### src/edge_cfg.svh
`ifndef EDGE_CFG_SVH
`define EDGE_CFG_SVH

// Entries in each buffer of the edge data path
`define EDGE_FIFO_DEPTH 16

// Free slots left when almost-full rises
`define EDGE_ALFULL_MARGIN 4

// Byte address width
`define EDGE_ADDR_W 32

// Vertex index width
`define EDGE_VERTEX_W 16

// Bytes per vertex data word
`define DATA_SIZE_READ 8

// Bytes per cache line
`define CACHE_LINE_BYTES 128

`endif

### src/edge_pkg.sv
`include "edge_cfg.svh"

package edge_pkg;

	localparam int VERTEX_W    = `EDGE_VERTEX_W;
	localparam int COUNT_W     = `EDGE_VERTEX_W + 1;
	localparam int ADDR_W      = `EDGE_ADDR_W;
	localparam int DATA_W      = `DATA_SIZE_READ * 8;
	localparam int WORD_SHIFT  = $clog2(`DATA_SIZE_READ);
	localparam int LINE_SHIFT  = $clog2(`CACHE_LINE_BYTES);
	localparam int CL_OFFSET_W = LINE_SHIFT - WORD_SHIFT;

	typedef logic [VERTEX_W-1:0] vertex_t;
	typedef logic [COUNT_W-1:0]  count_t;
	typedef logic [ADDR_W-1:0]   addr_t;
	typedef logic [DATA_W-1:0]   data_t;

	// Contiguous run of destinations from one source
	typedef struct packed {
		logic    valid;
		vertex_t src;
		vertex_t dest_first;
		count_t  count;
	} edge_run_t;

	typedef struct packed {
		logic    valid;
		vertex_t src;
		vertex_t dest;
	} edge_job_t;

	// Line aligned read, tag is the destination vertex
	typedef struct packed {
		logic                   valid;
		addr_t                  address;
		logic [CL_OFFSET_W-1:0] cl_offset;
		vertex_t                tag;
		logic                   shared;
	} read_cmd_t;

	typedef struct packed {
		logic    valid;
		vertex_t tag;
		data_t   data;
	} read_resp_t;

	typedef struct packed {
		logic    valid;
		vertex_t src;
		vertex_t dest;
		data_t   data;
	} edge_data_t;

	typedef struct packed {
		logic valid;
		logic empty;
		logic full;
		logic alfull;
	} buffer_status_t;

endpackage

interface edge_job_if import edge_pkg::*; ();

	edge_job_t job;
	logic      request;

	modport producer (output job, input request);
	modport consumer (input job, output request);

endinterface

### src/edge_data_control.sv
`include "edge_cfg.svh"

module edge_data_control import edge_pkg::*; (
	input  logic           clock,
	input  logic           rstn,
	input  logic           enabled_in,
	input  logic [31:0]    configure,
	input  addr_t          base_address,
	edge_job_if.consumer   job_if,
	input  read_resp_t     read_resp,
	input  logic           cmd_buffer_alfull,
	input  logic           cmd_bus_grant,
	input  logic           data_request,
	output logic           cmd_bus_request,
	output read_cmd_t      read_cmd,
	output edge_data_t     edge_data,
	output buffer_status_t data_status
);

	localparam addr_t LINE_MASK = addr_t'(`CACHE_LINE_BYTES - 1);

	logic           enabled;
	logic           cmd_enabled;
	logic [31:0]    configure_q;
	addr_t          base_q;
	logic           job_valid_q;
	edge_job_t      job_q;
	edge_job_t      job_head;
	logic           job_pop;
	addr_t          byte_addr;
	logic           cmd_built_valid;
	read_cmd_t      cmd_built;
	vertex_t        built_src;
	read_cmd_t      cmd_head;
	logic           grant_q;
	logic           read_cmd_valid_q;
	read_cmd_t      cmd_out_q;
	logic           resp_valid_q;
	read_resp_t     resp_q;
	vertex_t        tag_src;
	edge_data_t     resp_word;
	logic           data_req_q;
	edge_data_t     data_head;
	logic           edge_data_valid_q;
	edge_data_t     edge_data_q;
	buffer_status_t job_status;
	buffer_status_t cmd_status;
	buffer_status_t tag_status;
	buffer_status_t data_status_int;

	////////////////////////////////////////////////////////////////////////////
	// Enable, configuration and input latches
	////////////////////////////////////////////////////////////////////////////

	always_ff @(posedge clock or negedge rstn) begin
		if (!rstn) begin
			enabled      <= 1'b0;
			cmd_enabled  <= 1'b0;
			configure_q  <= '0;
			job_valid_q  <= 1'b0;
			resp_valid_q <= 1'b0;
			data_req_q   <= 1'b0;
			job_if.request <= 1'b0;
		end else begin
			enabled      <= enabled_in;
			cmd_enabled  <= enabled && (|configure_q);
			configure_q  <= configure;
			job_valid_q  <= job_if.job.valid;
			resp_valid_q <= read_resp.valid;
			data_req_q   <= data_request;
			// Margin covers the two cycle turnaround
			job_if.request <= enabled && !job_status.alfull;
		end
	end

	always_ff @(posedge clock) begin
		base_q <= base_address;
		job_q  <= job_if.job;
		resp_q <= read_resp;
	end

	////////////////////////////////////////////////////////////////////////////
	// Edge job buffer and command build
	////////////////////////////////////////////////////////////////////////////

	assign job_pop = cmd_enabled && !job_status.empty && !cmd_status.alfull
		&& !tag_status.alfull;

	sync_fifo #(
		.WIDTH($bits(edge_job_t)),
		.DEPTH(`EDGE_FIFO_DEPTH)
	) job_fifo (
		.clock   (clock),
		.rstn    (rstn),
		.push    (job_valid_q),
		.data_in (job_q),
		.pop     (job_pop),
		.data_out(job_head),
		.valid   (job_status.valid),
		.empty   (job_status.empty),
		.full    (job_status.full),
		.alfull  (job_status.alfull)
	);

	// Byte address of the destination's word
	assign byte_addr = base_q + (addr_t'(job_head.dest) << WORD_SHIFT);

	always_ff @(posedge clock or negedge rstn) begin
		if (!rstn)
			cmd_built_valid <= 1'b0;
		else
			cmd_built_valid <= job_status.valid;
	end

	always_ff @(posedge clock) begin
		cmd_built.valid     <= 1'b1;
		cmd_built.address   <= byte_addr & ~LINE_MASK;
		cmd_built.cl_offset <= byte_addr[LINE_SHIFT-1:WORD_SHIFT];
		cmd_built.tag       <= job_head.dest;
		cmd_built.shared    <= configure_q[0];
		built_src           <= job_head.src;
	end

	////////////////////////////////////////////////////////////////////////////
	// Command buffer and bus arbitration
	////////////////////////////////////////////////////////////////////////////

	sync_fifo #(
		.WIDTH($bits(read_cmd_t)),
		.DEPTH(`EDGE_FIFO_DEPTH)
	) cmd_fifo (
		.clock   (clock),
		.rstn    (rstn),
		.push    (cmd_built_valid),
		.data_in (cmd_built),
		.pop     (grant_q),
		.data_out(cmd_head),
		.valid   (cmd_status.valid),
		.empty   (cmd_status.empty),
		.full    (cmd_status.full),
		.alfull  (cmd_status.alfull)
	);

	assign cmd_bus_request = cmd_enabled && !cmd_status.empty && !cmd_buffer_alfull;

	always_ff @(posedge clock or negedge rstn) begin
		if (!rstn) begin
			grant_q          <= 1'b0;
			read_cmd_valid_q <= 1'b0;
		end else begin
			grant_q          <= cmd_bus_grant;
			read_cmd_valid_q <= cmd_status.valid;
		end
	end

	always_ff @(posedge clock) begin
		cmd_out_q <= cmd_head;
	end

	always_comb begin
		read_cmd       = cmd_out_q;
		read_cmd.valid = read_cmd_valid_q;
	end

	////////////////////////////////////////////////////////////////////////////
	// Source tag queue and edge data buffer
	////////////////////////////////////////////////////////////////////////////

	// One src per issued command, responses return in order
	sync_fifo #(
		.WIDTH(VERTEX_W),
		.DEPTH(`EDGE_FIFO_DEPTH)
	) tag_fifo (
		.clock   (clock),
		.rstn    (rstn),
		.push    (cmd_built_valid),
		.data_in (built_src),
		.pop     (resp_valid_q),
		.data_out(tag_src),
		.valid   (tag_status.valid),
		.empty   (tag_status.empty),
		.full    (tag_status.full),
		.alfull  (tag_status.alfull)
	);

	always_comb begin
		resp_word.valid = 1'b1;
		resp_word.src   = tag_src;
		resp_word.dest  = resp_q.tag;
		resp_word.data  = resp_q.data;
	end

	sync_fifo #(
		.WIDTH($bits(edge_data_t)),
		.DEPTH(`EDGE_FIFO_DEPTH)
	) data_fifo (
		.clock   (clock),
		.rstn    (rstn),
		.push    (resp_valid_q),
		.data_in (resp_word),
		.pop     (data_req_q),
		.data_out(data_head),
		.valid   (data_status_int.valid),
		.empty   (data_status_int.empty),
		.full    (data_status_int.full),
		.alfull  (data_status_int.alfull)
	);

	always_ff @(posedge clock or negedge rstn) begin
		if (!rstn) begin
			edge_data_valid_q <= 1'b0;
			data_status       <= '0;
			data_status.empty <= 1'b1;
		end else begin
			edge_data_valid_q <= data_status_int.valid;
			data_status       <= data_status_int;
		end
	end

	always_ff @(posedge clock) begin
		edge_data_q <= data_head;
	end

	always_comb begin
		edge_data       = edge_data_q;
		edge_data.valid = edge_data_valid_q;
	end

endmodule

### src/edge_data_unit.sv
module edge_data_unit import edge_pkg::*; (
	input  logic           clock,
	input  logic           rstn,
	input  logic           enabled_in,
	input  logic [31:0]    configure,
	input  addr_t          base_address,
	input  edge_run_t      run_in,
	output logic           run_ready,
	input  read_resp_t     read_resp,
	input  logic           cmd_buffer_alfull,
	input  logic           cmd_bus_grant,
	input  logic           data_request,
	output logic           cmd_bus_request,
	output read_cmd_t      read_cmd,
	output edge_data_t     edge_data,
	output buffer_status_t data_status
);

	// Job link between the splitter and the data control
	edge_job_if job_link ();

	edge_run_splitter splitter (
		.clock    (clock),
		.rstn     (rstn),
		.run_in   (run_in),
		.run_ready(run_ready),
		.job_if   (job_link.producer)
	);

	edge_data_control control (
		.clock            (clock),
		.rstn             (rstn),
		.enabled_in       (enabled_in),
		.configure        (configure),
		.base_address     (base_address),
		.job_if           (job_link.consumer),
		.read_resp        (read_resp),
		.cmd_buffer_alfull(cmd_buffer_alfull),
		.cmd_bus_grant    (cmd_bus_grant),
		.data_request     (data_request),
		.cmd_bus_request  (cmd_bus_request),
		.read_cmd         (read_cmd),
		.edge_data        (edge_data),
		.data_status      (data_status)
	);

endmodule

### src/edge_run_splitter.sv
module edge_run_splitter import edge_pkg::*; (
	input  logic      clock,
	input  logic      rstn,
	input  edge_run_t run_in,
	output logic      run_ready,
	edge_job_if.producer job_if
);

	logic    active;
	logic    next_active;
	logic    take_run;
	logic    emit;
	vertex_t src_q;
	vertex_t dest_q;
	count_t  remaining;

	assign take_run = run_in.valid && run_ready;
	assign emit     = active && job_if.request;

	// One job per requested cycle
	always_comb begin
		job_if.job.valid = emit;
		job_if.job.src   = src_q;
		job_if.job.dest  = dest_q;
	end

	// A zero count run never leaves idle
	always_comb begin
		next_active = active;
		if (take_run)
			next_active = (run_in.count != '0);
		else if (emit && remaining == count_t'(1))
			next_active = 1'b0;
	end

	always_ff @(posedge clock or negedge rstn) begin
		if (!rstn) begin
			active    <= 1'b0;
			run_ready <= 1'b0;
			remaining <= '0;
		end else begin
			active    <= next_active;
			run_ready <= !next_active;
			if (take_run)
				remaining <= run_in.count;
			else if (emit)
				remaining <= remaining - 1'b1;
		end
	end

	always_ff @(posedge clock) begin
		if (take_run) begin
			src_q  <= run_in.src;
			dest_q <= run_in.dest_first;
		end else if (emit) begin
			dest_q <= dest_q + 1'b1;
		end
	end

endmodule

### src/sync_fifo.sv
`include "edge_cfg.svh"

module sync_fifo #(
	parameter int WIDTH = 32,
	parameter int DEPTH = 16
) (
	input  logic             clock,
	input  logic             rstn,
	input  logic             push,
	input  logic [WIDTH-1:0] data_in,
	input  logic             pop,
	output logic [WIDTH-1:0] data_out,
	output logic             valid,
	output logic             empty,
	output logic             full,
	output logic             alfull
);

	localparam int PTR_W = $clog2(DEPTH);
	localparam logic [PTR_W:0] FULL_COUNT = (PTR_W + 1)'(DEPTH);
	localparam logic [PTR_W:0] ALFULL_COUNT = (PTR_W + 1)'(DEPTH - `EDGE_ALFULL_MARGIN);
	localparam logic [PTR_W-1:0] LAST_SLOT = PTR_W'(DEPTH - 1);

	logic [WIDTH-1:0] mem [DEPTH];
	logic [PTR_W-1:0] wr_ptr;
	logic [PTR_W-1:0] rd_ptr;
	logic [PTR_W:0]   count;
	logic             do_push;
	logic             do_pop;

	assign do_push = push && !full;
	assign do_pop  = pop && !empty;

	// Head entry falls through to the output
	assign data_out = mem[rd_ptr];
	assign valid    = do_pop;
	assign empty    = (count == '0);
	assign full     = (count == FULL_COUNT);
	assign alfull   = (count >= ALFULL_COUNT);

	always_ff @(posedge clock) begin
		if (do_push)
			mem[wr_ptr] <= data_in;
	end

	always_ff @(posedge clock or negedge rstn) begin
		if (!rstn) begin
			wr_ptr <= '0;
			rd_ptr <= '0;
			count  <= '0;
		end else begin
			if (do_push)
				wr_ptr <= (wr_ptr == LAST_SLOT) ? '0 : wr_ptr + 1'b1;
			if (do_pop)
				rd_ptr <= (rd_ptr == LAST_SLOT) ? '0 : rd_ptr + 1'b1;
			case ({do_push, do_pop})
				2'b10:   count <= count + 1'b1;
				2'b01:   count <= count - 1'b1;
				default: count <= count;
			endcase
		end
	end

endmodule

### config.mk
export PLATFORM = sky130hd
export DESIGN_NAME = edge_data_unit
export DESIGN_NICKNAME = d
export VERILOG_FILES = /design/src/edge_pkg.sv /design/src/edge_data_control.sv /design/src/edge_data_unit.sv /design/src/edge_run_splitter.sv /design/src/sync_fifo.sv
export VERILOG_INCLUDE_DIRS = /design/src
export SDC_FILE = /design/constraint.sdc
export NUM_CORES = 2
export LEC_CHECK = 0
export ABC_AREA = 1
export BUFFER_PORTS_ARGS = -buffer_cell sky130_fd_sc_hd__buf_4
export CORE_MARGIN = 2
export CORE_UTILIZATION = 64
export CTS_CLUSTER_DIAMETER = 50
export DETAILED_ROUTE_END_ITERATION = 8
export PLACE_DENSITY = 0.81
export SLEW_MARGIN = 20
export SYNTH_ARGS = -nofsm -noshare
export SYNTH_HDL_FRONTEND = slang
export SYNTH_SLANG_ARGS = --single-unit
### constraint.sdc
create_clock -name clock -period 16.45 [get_ports clock]
set_input_delay 0.8225 -clock clock [delete_from_list [all_inputs] [get_ports clock]]
set_output_delay 0.8225 -clock clock [all_outputs]
set_load 0.02 [all_outputs]
After elaboration in Yosys (flattened, before gate mapping)
Memory sizes are Yosys's and may differ from the RTL's. A register that Yosys moved wholly into a read port is not among the register bits.
Cells that the tools add are included.

cells by class
  add/subtract/negate cells = 19
  multipliers = 0
  divide/modulo/power cells = 0
  $lt $le $gt $ge = 4
  equal/unequal tests = 21
  shift-type cells = 0
  muxes and demuxes = 26
  bitwise logic cells = 0
  reduce and logical (&&, ||, !) cells = 42

operators with widths
  kind                     number
  $pmux W5 S2              4
  $mux W17                 2
  $add A32 B19 Y32         1
  $add A4 B1 Y4 const B    8
  $eq A4 B4 Y1 const B     8
  $mux W16                 2
  $mux W4                  8
  $reduce_or A32 Y1        1
  $add A5 B1 Y5 const B    4
  $eq A5 B5 Y1 const B     4
  $ge A5 B4 Y1 const B     4
  $logic_not A5 Y1         4
  $sub A5 B1 Y5 const B    4
  $logic_and A1 B1 Y1      18
  $eq A17 B1 Y1 const B    1
  $reduce_bool A17 Y1      1
  $sub A17 B1 Y17 const B  1
  $add A16 B1 Y16 const B  1
  $logic_not A1 Y1         13
  $mux W1                  10
  $reduce_bool A2 Y1       5
  $eq A2 B1 Y1 const B     4
  $eq A2 B2 Y1 const B     4

word-level totals
  register bits = 387
  bits in latches = 0
  bits in writable memories = 3056
  memory bits (read-only) = 0
  input port bits = 201
  output and inout bits = 157
  logic and storage cells = 159
  memories kept = 4

memory list
  name                   words  bits a word  rd ports  clocked after memory_dff  wr ports  RTL line         RTL
  control.data_fifo.mem  16     96           1         1                         1         sync_fifo.sv:24  logic [WIDTH-1:0] mem [DEPTH];
  control.cmd_fifo.mem   16     46           1         1                         1         sync_fifo.sv:24
  control.job_fifo.mem   16     33           1         0                         1         sync_fifo.sv:24
  control.tag_fifo.mem   16     16           1         0                         1         sync_fifo.sv:24

Depth between registers and ports, before layout
  depth in word-level cells = 8
  gate-level depth with buffers = 20
  depth with buffers taken out = 18

Modules after synthesis
A second synthesis with hierarchy kept.

second synthesis, totals
  cells, all modules = 15315
  area, all modules = 155361.5 um^2

by module, submodules not included
  module                          times used  cells each  area an instance (um^2)  sequential area each (um^2)
  sync_fifo at control.data_fifo  1           6750        68210.4                  46930.0
  sync_fifo at control.cmd_fifo   1           3814        38271.7                  26270.2
  sync_fifo at control.job_fifo   1           2384        23933.0                  16180.5
  sync_fifo at control.tag_fifo   1           1223        12061.6                  8012.7
  edge_data_control               1           782         10003.3                  8194.1
  edge_run_splitter               1           362         2881.5                   1436.4

Worst setup path before layout
Ideal clock, no wire load.

  kind = reg-to-reg
  from = register control.data_fifo.count[0]
  to = memory control.data_fifo.mem[0][0] (netlist bit), enable pin
  library setup time = 0.552 ns
  arrival time = 5.005 ns
  required time = 15.898 ns
  slack = 10.894 ns
  stages on the path, launching flop included = 7
  path buffers = 0
  period minus slack after synthesis = 5.556 ns
  cell sequence = dfrtp_1 > nor2_1 > nand3_1 > o21ai_0 > inv_1 > nand2_1 > nor2_1

between the ends
  cells in the longest elaborated chain, start to end = 5

RTL lines
  item                           RTL line         RTL
  start: declaration             sync_fifo.sv:27  logic [PTR_W:0] count;
  start signal: assignment       sync_fifo.sv:57  2'b10: count <= count + 1'b1;
  start signal: assignment       sync_fifo.sv:58  2'b01: count <= count - 1'b1;
  start signal: assignment       sync_fifo.sv:59  default: count <= count;
  $eq A5 B5 Y1                   sync_fifo.sv:38  assign full = (count == FULL_COUNT);
  $logic_not A1 Y1               sync_fifo.sv:31  assign do_push = push && !full;
  $logic_and A1 B1 Y1            sync_fifo.sv:31
  $mux W1                        sync_fifo.sv:42  if (do_push)
  $mux W1 (not written as such)  sync_fifo.sv:43  mem[wr_ptr] <= data_in;
  end: declaration               sync_fifo.sv:24

Every way passes these cells.

Worst setup path in the final report
  from = register control.job_fifo.rd_ptr[0]
  to = register control.cmd_built[32] (netlist bit)

between the ends
  cells in the longest elaborated chain, start to end = 2

RTL lines
  item                                    RTL line                  RTL
  start: declaration                      sync_fifo.sv:26           logic [PTR_W-1:0] rd_ptr;
  start signal: assignment                sync_fifo.sv:55           rd_ptr <= (rd_ptr == LAST_SLOT) ? '0 : rd_ptr + 1'b1;
  $mem_v2 Z16 W33                         n/a
  named net control.job_fifo.data_out[0]  sync_fifo.sv:12           output logic [WIDTH-1:0] data_out,
  $add A32 B19 Y32                        edge_data_control.sv:106  assign byte_addr = base_q + (addr_t'(job_head.dest) << WORD_SHIFT);
  named net control.byte_addr[11]         edge_data_control.sv:30   addr_t byte_addr;
  end: declaration                        edge_data_control.sv:32   read_cmd_t cmd_built;

The timed path passes the listed nets, and every way through them passes these cells.
A chain may end at the register's enable or synchronous reset.

==> impl_metrics.ini <==
[worst_setup_path]
worst_path_largest_cell_delay_ns = 0.95
crit_chain = buf_4, buf_4, o21ai_0, o211ai_1, nand3_1, nand3_1, ha_1, fa_1, nand3_1, nand3_1, nand2_1, nand2_1, xor2_1
cp-startpoint = control.job_fifo.rd_ptr[0]
cp_slowest_cell = dfrtp_4
critPathBufInv = 2
worstReg2RegStart = control.job_fifo.rd_ptr[0]
end_kind = flop
required_ns = 17.23
cp_common_cell = nand3_1
cp_top_family = buffers and inverters
worstSetupPathType = flop to flop
worstSetupStartpointType = flop
critPathMaxFanout = 102
cp.arrival_ns = 6.38

[global_route]
grt_pass1_wl_um = 496000
antenna_found_initial = 17
grt_overflow = 0
grt_max_degree = 248
grtUsageTotal_pct = 31.0
grt_pass1_vias = 85300

[worst_hold_path]
hold_class = primary input to flop
hp-start = run_in[36]

[cts]
cts_num_sinks = 3533
cts.clk_slew.worst_paths_ns = 0.06
cts_root_buffer = clkbuf_16
htreeDepth = 5
cts_made_buffers = 363
cts_max_path_buffers = 4
worstSkewPairLatency_ns = 0.98
cts_tree = done

[placement]
hpwl_um = 162000
globalplace.congestion = 0.854
dpl_cell_area_sq_um = 139000
portBuffers = 347

[routing]
dr.first_iter.drc_count = 11700
dr_total_vias = 86800
wirelength_um = 334000
dr.pass1.iters = 6
drc = 0
wl_per_cell_um = 24.2
antenna_left = 0
drt-vias-per-instance = 6.29

[synth]
synth_xor_area_share_pct = 0.314
synth_area_leader_cell = edfxtp_1
synth.area.top_cells = edfxtp_1 69%, dfxtp_1 5.2%, nand2_1 4.5%
avgSynthCellArea_sq_um = 13.0
netlist_area_sq_um = 134000
yosysWarnings = 0
ys.flop_type = edfxtp_1
synth-async-reset-ratio_pct = 3.28
syn_inst = 10300
synth_compound_area_share_pct = 8.49
synth_edf_count = 3072
synthSimpleGateAreaFrac_pct = 11.3
synth_top_family_by_area = simple AND/OR/NAND/NOR gates
yosysUniqueCellTypes = 41
synth_top_area_share_pct = 68.9
yosysSeqAreaShare_pct = 76.2
synthTopCellsByCount = 3072 x edfxtp_1, 1599 x nand2_1, 1575 x nor2_1
synthAdderAreaFrac_pct = 0.588
postSynthRegisterBits = 3533
synth_mux_area_share_pct = 0.359
yosysMostFrequentCell = edfxtp_1

[power_and_ir_drop]
ir_drop_mv = 0.219
p_leak_nw = 52.8
p_comb_share_pct = 28.2
seqPwrFrac_pct = 43.5
total_power_mw = 28.1
p_int_mw = 18.1
sw_frac_of_total_pct = 35.6
cellPowerDensity_nw_per_um2 = 185
p_clk_share_pct = 28.2
p_sw_mw = 9.99

[flow_run]
maxCapViolations = 0

[finish]
fin_area_sq_um = 152000
fillCellCount = 12200
ff_latch_area_sq_um = 102000
syn_to_final_growth_pct = 13.3
drive_gt1_share_pct = 9.89
multi_input_area_sq_um = 28700
nNetsFinal = 11000

[floorplanning]
row_count = 167
start_util_pct = 64.6
dieArea_sq_um = 213000
fp.dieH_um = 462
io-pin-count = 358
die_w_um = 462
core_area_sq_um = 207000

[sta]
max_freq_ghz = 0.179
setup_violations = 0
slew-limit-headroom_pct = 16.4
final.setup.tns_ns = 0
rsz0062_at_grt = false
hold_viol_final = 0
finalCritPeriodShare_pct = 34.0
skew_ns = 0.0603
finalMaxSlewViolations = 0
worst_pin_slew_ns = 1.25
final.min_clock_period_ns = 5.60

[status]
outcome = finished, final reports clean
## layout by cell type, fill, tap and decap left out, types with 31 or more instances in the layout
cell,n
clkbuf_8,33
clkinv_2,54
mux2i_1,48
buf_4,472
dfrtp_1,104
o21ai_1,143
clkinv_1,40
dlygate4sd3_1,146
o21ai_0,1124
xor2_1,34
inv_1,167
dfxtp_1,345
o21bai_1,31
nand4_1,110
o22ai_1,185
nor2_1,1525
nand2_1,1598
o211ai_1,218
ha_1,55
o32ai_1,48
clkbuf_1,95
edfxtp_1,3072
a21oi_1,288
nand3_1,493
nor2_4,49
clkbuf_16,372
## worst paths after layout
kind | end | slack, ns | depth (start not counted)
worst max register to register | control.cmd_built[32] | 10.85 | 13
worst max-delay path | control.cmd_built[32] | 10.85 | 13
worst min register to register | control.job_q[27] | 0.33 | 0
worst min-delay path | splitter.src_q[3] | 0.05 | 1
max in group asynchronous | control.data_status[2] | 14.78 | 4
min in group asynchronous | splitter.remaining[11] | 0.40 | 2
## repair_timing
item                                   CTS  global route
setup buffers                            0             0
resized for setup                        0             0
hold buffers                           146             0
endpoints found under the hold margin  193             0
## power groups by stage
stage                     clock (mW)  combinational, mW  sequential, mW
final                           7.94               7.93            12.2
after global routing            8.32               8.60            12.3
after CTS                       7.98               7.78            12.2
after detailed placement           0               7.64            12.4
after global placement             0               7.32            12.3
after floorplan                    0               5.09            12.2
## stage by stage
stage | worst slack (ns) | utilization (%) | instances | hold WS, ns
floorplan | 10.89 | - | 10300 | 0.323
global placement | 11.12 | 66.8 | 13000 | 0.333
detailed placement | 11.02 | 66.8 | 13000 | 0.334
CTS | 10.93 | 73.1 | 13800 | 0.00465
global route | 10.57 | 73.2 | 13800 | 0.0168
finish | 10.85 | 73.2 | 13800 | 0.0520
## metal layers
layer	part of all wire, %	track usage [%]
met1	36	42.4
met3	11	4.87
met2	48	49.7
met4	4.4	14.0
met5	0.011	0
## cell type report
cell class | instances | share of cell area [%]
Clock inverter | 159 | 0.944
Multi-Input combinational cell | 6017 | 18.9
Antenna cell | 4 | 0.00659
Inverter | 184 | 0.481
Timing Repair Buffer | 631 | 3.46
Tap cell | 2788 | 2.30
Clock buffer | 500 | 6.67
Sequential cell | 3533 | 67.3
## flip-flops by register name, indices dropped and copies added, names as in the netlist, 5 cells and up
signal	cells
splitter.remaining	17
control.tag_fifo.count	5
control.read_cmd	46
control.resp_q	80
control.edge_data	96
splitter.src_q	16
control.cmd_fifo.count	5
control.cmd_built	46
control.cmd_fifo.mem	736
control.built_src	16
control.configure_q	32
splitter.dest_q	16
control.job_fifo.count	5
control.base_q	29
control.data_fifo.count	5
control.tag_fifo.mem	256
control.job_q	32
control.job_fifo.mem	512
control.data_fifo.mem	1536
## logic make-up after synthesis
| kind of cell | Yosys count |
|---|---|
| flip-flops | 3533 |
| buffers and inverters | 786 |
| AO/OA/AOI/OAI | 2056 |
| XOR/XNOR | 48 |
| other | 1 |
| multiplexers | 48 |
| AND/OR/NAND/NOR | 3798 |
| adder cells (fa/ha/maj) | 60 |
(Power assumes the default switching activity.)
